## config.mk

```make
export PLATFORM = sky130hd
export DESIGN_NAME = signedMultiplier16
export DESIGN_NICKNAME = d
export VERILOG_FILES = /design/src/design/multPkg.sv /design/src/design/operandPrep.sv /design/src/design/daddaTree8.sv /design/src/design/productMerge.sv /design/src/design/signedMultiplier16.sv
export VERILOG_INCLUDE_DIRS = /design/src /design/src/design
export SDC_FILE = /design/constraint.sdc
export NUM_CORES = 1
export LEC_CHECK = 0
export BUFFER_PORTS_ARGS = -buffer_cell sky130_fd_sc_hd__buf_2
export CORE_MARGIN = 2
export CORE_UTILIZATION = 24
export DETAILED_ROUTE_END_ITERATION = 8
export RECOVER_POWER = 25
export SLEW_MARGIN = 15
export SYNTH_ARGS = -nofsm -noshare
export SYNTH_HDL_FRONTEND = slang
export SYNTH_SLANG_ARGS = --single-unit
```

## constraint.sdc

```tcl
create_clock -name clk -period 11.1 [get_ports clk]
set_input_delay 0.555 -clock clk [delete_from_list [all_inputs] [get_ports clk]]
set_output_delay 0.555 -clock clk [all_outputs]
set_load 0.1 [all_outputs]
```

## src/design/mult_defs.svh

```systemverilog
`ifndef MULT_DEFS_SVH
`define MULT_DEFS_SVH

// operand and product sizes
`define OPERAND_WIDTH 16
`define PRODUCT_WIDTH 32

// each operand is split in two halves, one tree per pair of halves
`define QUARTER_WIDTH 8
`define QUARTER_COUNT 4

// sampling edge of inValid counts as the first
`define PIPE_LATENCY 3

`endif

```

## src/design/multPkg.sv

```systemverilog
`include "mult_defs.svh"

package multPkg;

  typedef logic signed [`OPERAND_WIDTH-1:0] operandT;
  // -32768 becomes 32768, so no sign bit here
  typedef logic [`OPERAND_WIDTH-1:0] magnitudeT;
  typedef logic [`QUARTER_WIDTH-1:0] quarterT;
  typedef logic [2*`QUARTER_WIDTH-1:0] quarterProductT;
  typedef logic signed [`PRODUCT_WIDTH-1:0] productT;

  // stage 1 result
  typedef struct packed {
    magnitudeT aMag;
    magnitudeT bMag;
    logic      negate;
  } prepWordT;

  // 3:2 counter, returns {carry, sum}
  function automatic logic [1:0] fullAdd(input logic x, input logic y, input logic z);
    logic sum;
    logic carry;
    sum   = x ^ y ^ z;
    carry = (x & y) | (x & z) | (y & z);
    return {carry, sum};
  endfunction

  // 2:2 counter, returns {carry, sum}
  function automatic logic [1:0] halfAdd(input logic x, input logic y);
    logic sum;
    logic carry;
    sum   = x ^ y;
    carry = x & y;
    return {carry, sum};
  endfunction

endpackage

```

## src/design/operandPrep.sv

```systemverilog
`include "mult_defs.svh"

module operandPrep (
  input  logic              clk,
  input  logic              rstN,
  input  multPkg::operandT  opA,
  input  multPkg::operandT  opB,
  input  logic              inValid,
  output multPkg::prepWordT prep,
  output logic              prepValid
);
  import multPkg::*;

  logic      signA;
  logic      signB;
  magnitudeT aMag;
  magnitudeT bMag;
  prepWordT  prepNext;

  assign signA = opA[`OPERAND_WIDTH-1];
  assign signB = opB[`OPERAND_WIDTH-1];

  // conditional two's complement of negative operands
  assign aMag = signA ? ~opA + 1'b1 : opA;
  assign bMag = signB ? ~opB + 1'b1 : opB;

  assign prepNext.aMag   = aMag;
  assign prepNext.bMag   = bMag;
  assign prepNext.negate = signA ^ signB;

  always_ff @(posedge clk)
  begin
    if (!rstN)
    begin
      prepValid <= 1'b0;
    end
    else
    begin
      prepValid <= inValid;
    end
  end

  // only load on a new operation
  always_ff @(posedge clk)
  begin
    if (inValid)
    begin
      prep <= prepNext;
    end
  end

endmodule

```

## src/design/daddaTree8.sv

```systemverilog
module daddaTree8 (
  input  logic                    clk,
  input  multPkg::quarterT        a,
  input  multPkg::quarterT        b,
  output multPkg::quarterProductT quarterProduct
);
  import multPkg::*;

  // pp[row][col] has weight row + col
  logic [7:0]     pp [8];
  logic [0:5]     s1;
  logic [0:5]     c1;
  logic [0:13]    s2;
  logic [0:13]    c2;
  logic [0:9]     s3;
  logic [0:9]     c3;
  logic [0:11]    s4;
  logic [0:11]    c4;
  logic [0:13]    c5;
  quarterProductT sumWord;

  for (genvar row = 0; row < 8; row++)
  begin : genRow
    for (genvar col = 0; col < 8; col++)
    begin : genCol
      assign pp[row][col] = a[col] & b[row];
    end
  end

  // height 8 down to 6
  assign {c1[0], s1[0]} = halfAdd(pp[6][0], pp[5][1]);
  assign {c1[1], s1[1]} = fullAdd(pp[7][0], pp[6][1], pp[5][2]);
  assign {c1[2], s1[2]} = halfAdd(pp[4][3], pp[3][4]);
  assign {c1[3], s1[3]} = fullAdd(pp[7][1], pp[6][2], pp[5][3]);
  assign {c1[4], s1[4]} = halfAdd(pp[4][4], pp[3][5]);
  assign {c1[5], s1[5]} = fullAdd(pp[7][2], pp[6][3], pp[5][4]);

  // height 6 down to 4
  assign {c2[0], s2[0]}   = halfAdd(pp[4][0], pp[3][1]);
  assign {c2[1], s2[1]}   = fullAdd(pp[5][0], pp[4][1], pp[3][2]);
  assign {c2[2], s2[2]}   = halfAdd(pp[2][3], pp[1][4]);
  assign {c2[3], s2[3]}   = fullAdd(s1[0], pp[4][2], pp[3][3]);
  assign {c2[4], s2[4]}   = fullAdd(pp[2][4], pp[1][5], pp[0][6]);
  assign {c2[5], s2[5]}   = fullAdd(s1[1], s1[2], c1[0]);
  assign {c2[6], s2[6]}   = fullAdd(pp[2][5], pp[1][6], pp[0][7]);
  assign {c2[7], s2[7]}   = fullAdd(s1[3], s1[4], c1[1]);
  assign {c2[8], s2[8]}   = fullAdd(c1[2], pp[2][6], pp[1][7]);
  assign {c2[9], s2[9]}   = fullAdd(s1[5], c1[3], c1[4]);
  assign {c2[10], s2[10]} = fullAdd(pp[4][5], pp[3][6], pp[2][7]);
  assign {c2[11], s2[11]} = fullAdd(pp[7][3], c1[5], pp[6][4]);
  assign {c2[12], s2[12]} = fullAdd(pp[5][5], pp[4][6], pp[3][7]);
  assign {c2[13], s2[13]} = fullAdd(pp[7][4], pp[6][5], pp[5][6]);

  // height 4 down to 3
  assign {c3[0], s3[0]} = halfAdd(pp[3][0], pp[2][1]);
  assign {c3[1], s3[1]} = fullAdd(s2[0], pp[2][2], pp[1][3]);
  assign {c3[2], s3[2]} = fullAdd(s2[1], s2[2], c2[0]);
  assign {c3[3], s3[3]} = fullAdd(c2[1], c2[2], s2[3]);
  assign {c3[4], s3[4]} = fullAdd(c2[3], c2[4], s2[5]);
  assign {c3[5], s3[5]} = fullAdd(c2[5], c2[6], s2[7]);
  assign {c3[6], s3[6]} = fullAdd(c2[7], c2[8], s2[9]);
  assign {c3[7], s3[7]} = fullAdd(c2[9], c2[10], s2[11]);
  assign {c3[8], s3[8]} = fullAdd(c2[11], c2[12], s2[13]);
  assign {c3[9], s3[9]} = fullAdd(pp[7][5], pp[6][6], pp[5][7]);

  // height 3 down to 2
  assign {c4[0], s4[0]}   = halfAdd(pp[2][0], pp[1][1]);
  assign {c4[1], s4[1]}   = fullAdd(s3[0], pp[1][2], pp[0][3]);
  assign {c4[2], s4[2]}   = fullAdd(c3[0], s3[1], pp[0][4]);
  assign {c4[3], s4[3]}   = fullAdd(c3[1], s3[2], pp[0][5]);
  assign {c4[4], s4[4]}   = fullAdd(c3[2], s3[3], s2[4]);
  assign {c4[5], s4[5]}   = fullAdd(c3[3], s3[4], s2[6]);
  assign {c4[6], s4[6]}   = fullAdd(c3[4], s3[5], s2[8]);
  assign {c4[7], s4[7]}   = fullAdd(c3[5], s3[6], s2[10]);
  assign {c4[8], s4[8]}   = fullAdd(c3[6], s3[7], s2[12]);
  assign {c4[9], s4[9]}   = fullAdd(c3[7], s3[8], pp[4][7]);
  assign {c4[10], s4[10]} = fullAdd(c3[8], s3[9], c2[13]);
  assign {c4[11], s4[11]} = fullAdd(c3[9], pp[7][6], pp[6][7]);

  // final carry row over the last two rows
  assign sumWord[0] = pp[0][0];
  assign {c5[0], sumWord[1]}   = halfAdd(pp[1][0], pp[0][1]);
  assign {c5[1], sumWord[2]}   = fullAdd(s4[0], pp[0][2], c5[0]);
  assign {c5[2], sumWord[3]}   = fullAdd(c4[0], s4[1], c5[1]);
  assign {c5[3], sumWord[4]}   = fullAdd(c4[1], s4[2], c5[2]);
  assign {c5[4], sumWord[5]}   = fullAdd(c4[2], s4[3], c5[3]);
  assign {c5[5], sumWord[6]}   = fullAdd(c4[3], s4[4], c5[4]);
  assign {c5[6], sumWord[7]}   = fullAdd(c4[4], s4[5], c5[5]);
  assign {c5[7], sumWord[8]}   = fullAdd(c4[5], s4[6], c5[6]);
  assign {c5[8], sumWord[9]}   = fullAdd(c4[6], s4[7], c5[7]);
  assign {c5[9], sumWord[10]}  = fullAdd(c4[7], s4[8], c5[8]);
  assign {c5[10], sumWord[11]} = fullAdd(c4[8], s4[9], c5[9]);
  assign {c5[11], sumWord[12]} = fullAdd(c4[9], s4[10], c5[10]);
  assign {c5[12], sumWord[13]} = fullAdd(c4[10], s4[11], c5[11]);
  assign {c5[13], sumWord[14]} = fullAdd(c4[11], pp[7][7], c5[12]);
  assign sumWord[15] = c5[13];

  always_ff @(posedge clk)
  begin
    quarterProduct <= sumWord;
  end

endmodule

```

## src/design/productMerge.sv

```systemverilog
`include "mult_defs.svh"

module productMerge (
  input  logic                    clk,
  input  logic                    rstN,
  input  multPkg::quarterProductT quarterProducts [`QUARTER_COUNT],
  input  logic                    negate,
  input  logic                    prepValid,
  output multPkg::productT        product,
  output logic                    outValid
);
  import multPkg::*;

  logic           negateD;
  logic           validD;
  // named after which halves of a and b went in
  quarterProductT lowLow;
  quarterProductT lowHigh;
  quarterProductT highLow;
  quarterProductT highHigh;
  quarterProductT upperRow;
  quarterProductT sumRow;
  quarterProductT carryRow;
  logic [21:0]    rippleCarry;
  productT        magnitude;

  assign lowLow   = quarterProducts[0];
  assign lowHigh  = quarterProducts[1];
  assign highLow  = quarterProducts[2];
  assign highHigh = quarterProducts[3];

  // bits 8..23 see three rows, highHigh takes over above lowLow
  assign upperRow = {highHigh[7:0], lowLow[15:8]};

  always_comb
  begin : mergeRows
    logic [1:0] topPair;
    magnitude[7:0] = lowLow[7:0];
    for (int k = 0; k < 16; k++)
    begin
      {carryRow[k], sumRow[k]} = fullAdd(upperRow[k], lowHigh[k], highLow[k]);
    end
    magnitude[8] = sumRow[0];
    {rippleCarry[0], magnitude[9]} = halfAdd(sumRow[1], carryRow[0]);
    for (int k = 1; k < 15; k++)
    begin
      {rippleCarry[k], magnitude[k + 9]} = fullAdd(sumRow[k + 1], carryRow[k], rippleCarry[k - 1]);
    end
    {rippleCarry[15], magnitude[24]} = fullAdd(highHigh[8], carryRow[15], rippleCarry[14]);
    // only highHigh is left above bit 24
    for (int k = 16; k < 22; k++)
    begin
      {rippleCarry[k], magnitude[k + 9]} = halfAdd(highHigh[k - 7], rippleCarry[k - 1]);
    end
    // carry out of bit 31 is always zero for a 16x16 magnitude product
    topPair = halfAdd(highHigh[15], rippleCarry[21]);
    magnitude[31] = topPair[0];
  end

  always_ff @(posedge clk)
  begin
    if (!rstN)
    begin
      validD   <= 1'b0;
      outValid <= 1'b0;
    end
    else
    begin
      validD   <= prepValid;
      outValid <= validD;
    end
  end

  // negate travels beside the tree registers
  always_ff @(posedge clk)
  begin
    negateD <= negate;
    if (validD)
    begin
      product <= negateD ? ~magnitude + 1'b1 : magnitude;
    end
  end

endmodule

```

## src/design/signedMultiplier16.sv

```systemverilog
`include "mult_defs.svh"

module signedMultiplier16 (
  input  logic             clk,
  input  logic             rstN,
  input  multPkg::operandT opA,
  input  multPkg::operandT opB,
  input  logic             inValid,
  output multPkg::productT product,
  output logic             outValid
);
  import multPkg::*;

  prepWordT       prep;
  logic           prepValid;
  quarterProductT quarterProducts [`QUARTER_COUNT];

  operandPrep operandPrep_inst (
    .clk       (clk),
    .rstN      (rstN),
    .opA       (opA),
    .opB       (opB),
    .inValid   (inValid),
    .prep      (prep),
    .prepValid (prepValid)
  );

  // bit 1 of the index picks the a half, bit 0 the b half
  for (genvar i = 0; i < `QUARTER_COUNT; i++)
  begin : genTree
    daddaTree8 daddaTree8_inst (
      .clk            (clk),
      .a              (prep.aMag[(i / 2) * `QUARTER_WIDTH +: `QUARTER_WIDTH]),
      .b              (prep.bMag[(i % 2) * `QUARTER_WIDTH +: `QUARTER_WIDTH]),
      .quarterProduct (quarterProducts[i])
    );
  end

  productMerge productMerge_inst (
    .clk             (clk),
    .rstN            (rstN),
    .quarterProducts (quarterProducts),
    .negate          (prep.negate),
    .prepValid       (prepValid),
    .product         (product),
    .outValid        (outValid)
  );

endmodule

```

## Word level (Yosys, flattened, before mapping)

Index checks and enable logic that the tools add are counted.

- Register bits: 133
- Word-level logic and storage cells: 1,920
- Input bits: 35
- Output and inout bits: 33

- Bitwise operators: 1,900
- Multiplexer cells: 3
- $add $sub $neg: 3

Operator list:

| kind | number |
|---|---|
| $and A1 B1 Y1 | 964 |
| $xor A1 B1 Y1 | 487 |
| $or A1 B1 Y1 | 446 |
| $add A16 B1 Y16 const B | 2 |
| $add A32 B1 Y32 const B | 1 |
| $mux W32 | 1 |
| $not A16 Y16 | 2 |
| $not A32 Y32 | 1 |
| $mux W15 | 2 |

## Longest topological paths before layout

- Word-level depth: 59
- Depth in mapped cells: 29
- Mapped depth without buffers: 29

## By module

From an unflattened synthesis, not the netlist that was laid out.

- Cell total of the unflattened synthesis: 1,087
- Area total of the unflattened synthesis: 12,089.1 um2

Modules (own cells, without submodules):

| module | area each (um2) | cells each | sequential area each (um2) | times used |
|---|---|---|---|---|
| daddaTree8 | 1,919.3 | 182 | 320.3 | 4 |
| productMerge | 2,696.3 | 225 | 1,021.0 | 1 |
| operandPrep | 1,715.4 | 134 | 1,011.0 | 1 |

## Least setup slack after synthesis

OpenSTA, ideal clock, no wires.

- Kind: flip-flop to flip-flop
- From: register genTree[0].daddaTree8_inst.quarterProduct[9]
- To: register productMerge_inst.product[31] (data pin)
- Required time: 10.837 ns
- Buffers on the path: 0
- Setup time: 0.263 ns
- Arrival: 8.852 ns
- Path slack: 1.985 ns
- Period minus slack after synthesis: 9.115 ns
- Stages on the path, launching flop included: 30
- Cells stage by stage: dfxtp_1 > inv_1 > fa_1 > inv_1 > ha_1 > inv_1 > fa_1 > fa_1 > fa_1 > fa_1 > fa_1 > fa_1 > fa_1 > fa_1 > fa_1 > fa_1 > fa_1 > fa_1 > fa_1 > fa_1 > inv_1 > fa_1 > ha_1 > ha_1 > ha_1 > ha_1 > ha_1 > ha_1 > o41ai_2 > xnor2_1

- Longest elaborated chain between the ends: 58
- Elaborated cells between the ends (all ways): 101
- Classes of those cells: add/sub: 1; mux: 1; bitwise: 99

Ends and longest elaborated chain:

| element | RTL line | RTL |
|---|---|---|
| from (decl) | daddaTree8.sv:5 | `output multPkg::quarterProductT quarterProduct` |
| from (signal assigned) | daddaTree8.sv:100 | `quarterProduct <= sumWord;` |
| $and A1 B1 Y1 or $xor A1 B1 Y1 (tied branches) | multPkg.sv:24, multPkg.sv:23 |  |
| $or A1 B1 Y1 or $xor A1 B1 Y1 (tied branches) | multPkg.sv:24, multPkg.sv:23 |  |
| $or A1 B1 Y1 or $and A1 B1 Y1 (tied branches) | multPkg.sv:24, multPkg.sv:33 |  |
| $and A1 B1 Y1 | multPkg.sv:24 | `carry = (x & y) \| (x & z) \| (y & z);` |
| $or A1 B1 Y1 (2 in a row) | multPkg.sv:24 |  |
| $and A1 B1 Y1 | multPkg.sv:24 |  |
| $or A1 B1 Y1 (2 in a row) | multPkg.sv:24 |  |
| $and A1 B1 Y1 | multPkg.sv:24 |  |
| [33 not listed] | - |  |
| $or A1 B1 Y1 (2 in a row) | multPkg.sv:24 |  |
| $and A1 B1 Y1 | multPkg.sv:24 |  |
| $or A1 B1 Y1 (2 in a row) | multPkg.sv:24 |  |
| $and A1 B1 Y1 (6 in a row) | multPkg.sv:33 | `carry = x & y;` |
| $xor A1 B1 Y1 | multPkg.sv:32 | `sum = x ^ y;` |
| $not A32 Y32 | productMerge.sv:80 | `product <= negateD ? ~magnitude + 1'b1 : magnitude;` |
| $add A32 B1 Y32 | productMerge.sv:80 |  |
| $mux W32 * | productMerge.sv:80 |  |
| to (signal assigned) | productMerge.sv:80 |  |
| to (decl) | productMerge.sv:9 | `output multPkg::productT product,` |

Every way passes the cells marked *; elsewhere a longest branch is shown, timed or not.
A chain may end at the register's enable or synchronous reset.

## Final worst setup path

- From: register genTree[0].daddaTree8_inst.quarterProduct[9]
- To: register productMerge_inst.product[30] (data pin)

- Longest elaborated chain between the ends: 57
- Elaborated cells between the ends (all ways): 99
- Classes of those cells: add/sub: 1; mux: 1; bitwise: 97

Ends and longest elaborated chain:

| element | RTL line |
|---|---|
| $and A1 B1 Y1 or $xor A1 B1 Y1 (tied branches) | multPkg.sv:24, multPkg.sv:23 |
| $or A1 B1 Y1 or $xor A1 B1 Y1 (tied branches) | multPkg.sv:24, multPkg.sv:23 |
| $or A1 B1 Y1 or $and A1 B1 Y1 (tied branches) | multPkg.sv:24, multPkg.sv:33 |
| $and A1 B1 Y1 | multPkg.sv:24 |
| $or A1 B1 Y1 (2 in a row) | multPkg.sv:24 |
| $and A1 B1 Y1 | multPkg.sv:24 |
| $or A1 B1 Y1 (2 in a row) | multPkg.sv:24 |
| $and A1 B1 Y1 | multPkg.sv:24 |
| [33 not listed] | - |
| $or A1 B1 Y1 (2 in a row) | multPkg.sv:24 |
| $and A1 B1 Y1 | multPkg.sv:24 |
| $or A1 B1 Y1 (2 in a row) | multPkg.sv:24 |
| $and A1 B1 Y1 (5 in a row) | multPkg.sv:33 |
| $xor A1 B1 Y1 | multPkg.sv:32 |
| $not A32 Y32 | productMerge.sv:80 |
| $add A32 B1 Y32 | productMerge.sv:80 |
| $mux W32 * | productMerge.sv:80 |

Marked as above.

==> impl_metrics.py <==
metrics = {
    "yosys": {
        "ys_warn_count": 0,
        "synth_top_cells_by_area": "fa_1, edfxtp_1, dfxtp_1, and2_1, inv_1",
        "synthDistinctLibCells": 40,
        "syn-num-nets": 1413,
        "syn_avg_cell_area_um2": 10.9,
        "synth_seq_cells": 133,
        "yosysTopAreaCell": "fa_1",
        "yosysTopAreaCellShare_pct": 37.0,
        "synth_cells": 1112,
        "syn_area_um2": 12100,
        "synth_seq_area_share_pct": 27.4,
    },
    "critical_path": {
        "reg2reg_from": "genTree[0].daddaTree8_inst.quarterProduct[9]",
        "worstSetupStartpointType": "register",
        "crit_required_ns": 11.28,
        "crit_type": "reg2reg",
        "cpMostUsedCell": "fa_1",
        "slowest_stage": "fa_1",
        "worstRegToRegCells": 29,
        "max_stage_delay_ns": 0.48,
        "r2r-end": "productMerge_inst.product[30]",
        "arrival_ns": 9.61,
        "critical_path_peak_fanout": 4,
        "crit_path_end_kind": "register",
        "reg2reg_slack_ns": 1.66,
    },
    "drt": {
        "drt_iter0_drc": 239,
        "dr_total_vias": 7305,
        "wirelength_mm": 25.1,
        "ant_nets": 0,
        "routedWlPerCell_um": 13.6,
        "dr.pass1.iters": 4,
        "drc": 0,
        "viasPerCell": 3.95,
    },
    "cts": {
        "cts_htree_levels": 4,
        "insertion_delay_ns": 0.44,
        "cts_buffer_depth": 2,
        "cts-buffers-inserted": 17,
        "clkSinkCount": 133,
        "clk_pin_slew_ns": 0.07,
        "post_cts_resized": 0,
        "cts_tree": "built",
        "post_cts_buffers": 0,
        "root_buffer": "clkbuf_16",
        "hold_buffers": 0,
    },
    "placement": {
        "gp_congestion": 0.770,
        "hpwl_mm": 20.3,
        "io_buffer_count": 67,
        "place_area_um2": 13100,
        "placed_cells": 1815,
    },
    "global_routing": {
        "track_usage_pct": 10.4,
        "antenna_found_initial": 3,
        "grt_pass1_wl_mm": 43.2,
        "overflow": 0,
        "grt_max_degree": 35,
        "grt_pass1_vias": 8451,
    },
    "floorplan": {
        "die_w_um": 228,
        "core_area_um2": 49900,
        "die_area_um2": 52100,
        "num_rows": 82,
        "start_util_pct": 24.2,
        "ioPinCount": 68,
        "die_h_um": 228,
    },
    "min_path": {
        "hold_start": "rstN",
        "hp-class": "in2reg",
        "min_delay_path_depth": 2,
        "whs_endpoint": "operandPrep_inst.prepValid",
    },
    "layout": {
        "layout.nets": 1463,
        "layout.cells.non_filler": 1849,
        "layout-drive-gt1-share_pct": 8.85,
        "design_area_um2": 13700,
        "area_growth_pct": 13.3,
    },
    "sta": {
        "hold_viol_final": 0,
        "worst_pin_slew_ns": 1.86,
        "rsz0062_at_grt": "no",
        "period_needed_ns": 9.44,
        "setup_violations": 0,
        "fmax_mhz": 106,
        "drv_slew": 68,
        "finClkSkew_ns": 0.0185,
        "min_period_over_period_pct": 85.0,
        "maxSlewHeadroom_pct": -24.3,
        "tns_ns": 0,
    },
    "power": {
        "fin_total_pwr_mw": 3.99,
        "power.density_nw_per_um2": 292,
        "p_leak_nw": 6.11,
        "peakVddDrop_mv": 0.116,
    },
    "outcome": {
        "violations": "capacitance limit, slew limit",
        "status": "complete, but fails checks",
    },
    "flow_run": {
        "maxCapViolations": 2,
    },
}
critical path, delay by kind of cell, from the launching register on:
family / cells / cell delay (ns)
AO/OA/AOI/OAI: 1 / 0.32
XOR/XNOR: 1 / 0.10
adder cells (fa/ha/maj): 21 / 7.78
buffers and inverters: 4 / 0.23
flip-flops: 1 / 0.31
AND/OR/NAND/NOR: 2 / 0.45
per-layer routing:
metal / up-vias / global-route usage [%] / part of all wire [%]
met3: 17 / 2.76 / 5.8
met4: 2 / 2.70 / 1.1
met1: 3713 / 13.3 / 46
met2: 133 / 17.3 / 47
li1: 3440 / - / -
met5: - / 0 / 0.052
kinds of logic after synthesis:
kind of cell               count (synthesis)  share of synthesized area (%)
AOI/OAI and AO/OA                         48                           2.66
xor gates and xnor gates                  57                           4.13
adders and majority gates                266                           41.4
buffers and inverters                    274                           8.52
DFF                                      133                           27.4
and+or+nand+nor                          334                           15.8
cell type report:
class	instances	area, µm²
fill	5230	36200
multi-input combinational	705	7730
sequential	133	3310
inverter	236	886
tap	672	841
clock buffer	17	425
timing repair buffer	69	340
clock inverter	15	134
antenna	2	5.00
state kept, by name (all words and copies together), names as in the netlist:
signal / count
operandPrep_inst.prep: 33
productMerge_inst.product: 32
productMerge_inst.validD: 1
productMerge_inst.negateD: 1
genTree.daddaTree8_inst.quarterProduct: 64
operandPrep_inst.prepValid: 1
productMerge_inst.outValid: 1
stage by stage:
step	utilization, %	hold WS [ns]	setup slack (ns)
after floorplan	-	0.323	1.99
after global placement	26.3	0.414	1.67
after detailed placement	26.3	0.429	1.58
after CTS	27.4	0.332	1.56
after global routing	27.4	0.336	1.12
final	27.4	0.352	1.66
cells in the mapped netlist:
| cell type | instances |
|---|---|
| a21bo_2 | 1 |
| a21oi_1 | 3 |
| and2_1 | 192 |
| and3_1 | 1 |
| and4_1 | 1 |
| and4b_1 | 1 |
| and4bb_2 | 1 |
| clkbuf_1 | 38 |
| dfxtp_1 | 68 |
| edfxtp_1 | 65 |
| fa_1 | 223 |
| ha_1 | 43 |
| inv_1 | 236 |
| nand2_1 | 93 |
| nand2b_1 | 5 |
| nand3_1 | 8 |
| nand3b_1 | 1 |
| nand4_1 | 5 |
| nand4_4 | 1 |
| nand4b_1 | 1 |
| nand4b_4 | 1 |
| nor2_1 | 5 |
| nor2b_1 | 1 |
| nor3_1 | 4 |
| nor4_1 | 4 |
| nor4_2 | 1 |
| nor4_4 | 1 |
| nor4bb_1 | 1 |
| o21ai_0 | 24 |
| o311ai_0 | 1 |
| o31ai_1 | 13 |
| o41a_1 | 1 |
| o41ai_1 | 3 |
| o41ai_2 | 2 |
| or2_2 | 1 |
| or3_1 | 1 |
| or3b_1 | 2 |
| or4_1 | 2 |
| xnor2_1 | 35 |
| xor2_1 | 22 |
worst max-delay path by stage:
stage,start,endpoint,slack [ns],cells after the start
floorplan,genTree[0].daddaTree8_inst.quarterProduct[9],productMerge_inst.product[31],1.99,29
global placement,genTree[0].daddaTree8_inst.quarterProduct[9],productMerge_inst.product[31],1.67,29
detailed placement,genTree[0].daddaTree8_inst.quarterProduct[9],productMerge_inst.product[31],1.58,29
CTS,genTree[0].daddaTree8_inst.quarterProduct[9],productMerge_inst.product[31],1.56,29
global route,genTree[0].daddaTree8_inst.quarterProduct[9],productMerge_inst.product[30],1.12,29
finish,genTree[0].daddaTree8_inst.quarterProduct[9],productMerge_inst.product[30],1.66,29
power by group:
group | switching (mW) | leakage [nW] | total (mW) | internal, mW
logic | 1.49 | 4.65 | 2.50 | 1.02
registers | 0.144 | 1.19 | 0.935 | 0.791
clock network | 0.254 | 0.264 | 0.549 | 0.295
total | 1.89 | 6.11 | 3.99 | 2.10
layout by cell type, fill, tap and decap left out, drive strengths merged, types with 2 or more instances in the layout:
| cell type | count |
|---|---|
| nor3 | 4 |
| or4 | 2 |
| or3b | 2 |
| nand3 | 8 |
| xor2 | 22 |
| fa | 223 |
| buf | 63 |
| nand4 | 6 |
| xnor2 | 35 |
| inv | 245 |
| nand2b | 5 |
| and2 | 192 |
| diode | 2 |
| clkinvlp | 4 |
| clkinv | 2 |
| nand2 | 93 |
| o31ai | 13 |
| nor4 | 6 |
| clkbuf | 23 |
| a21oi | 3 |
| ha | 43 |
| o41ai | 5 |
| dfxtp | 68 |
| nand4b | 2 |
| nor2 | 5 |
| edfxtp | 65 |
| o21ai | 24 |
Note: power is estimated with default switching activity, not from simulation.
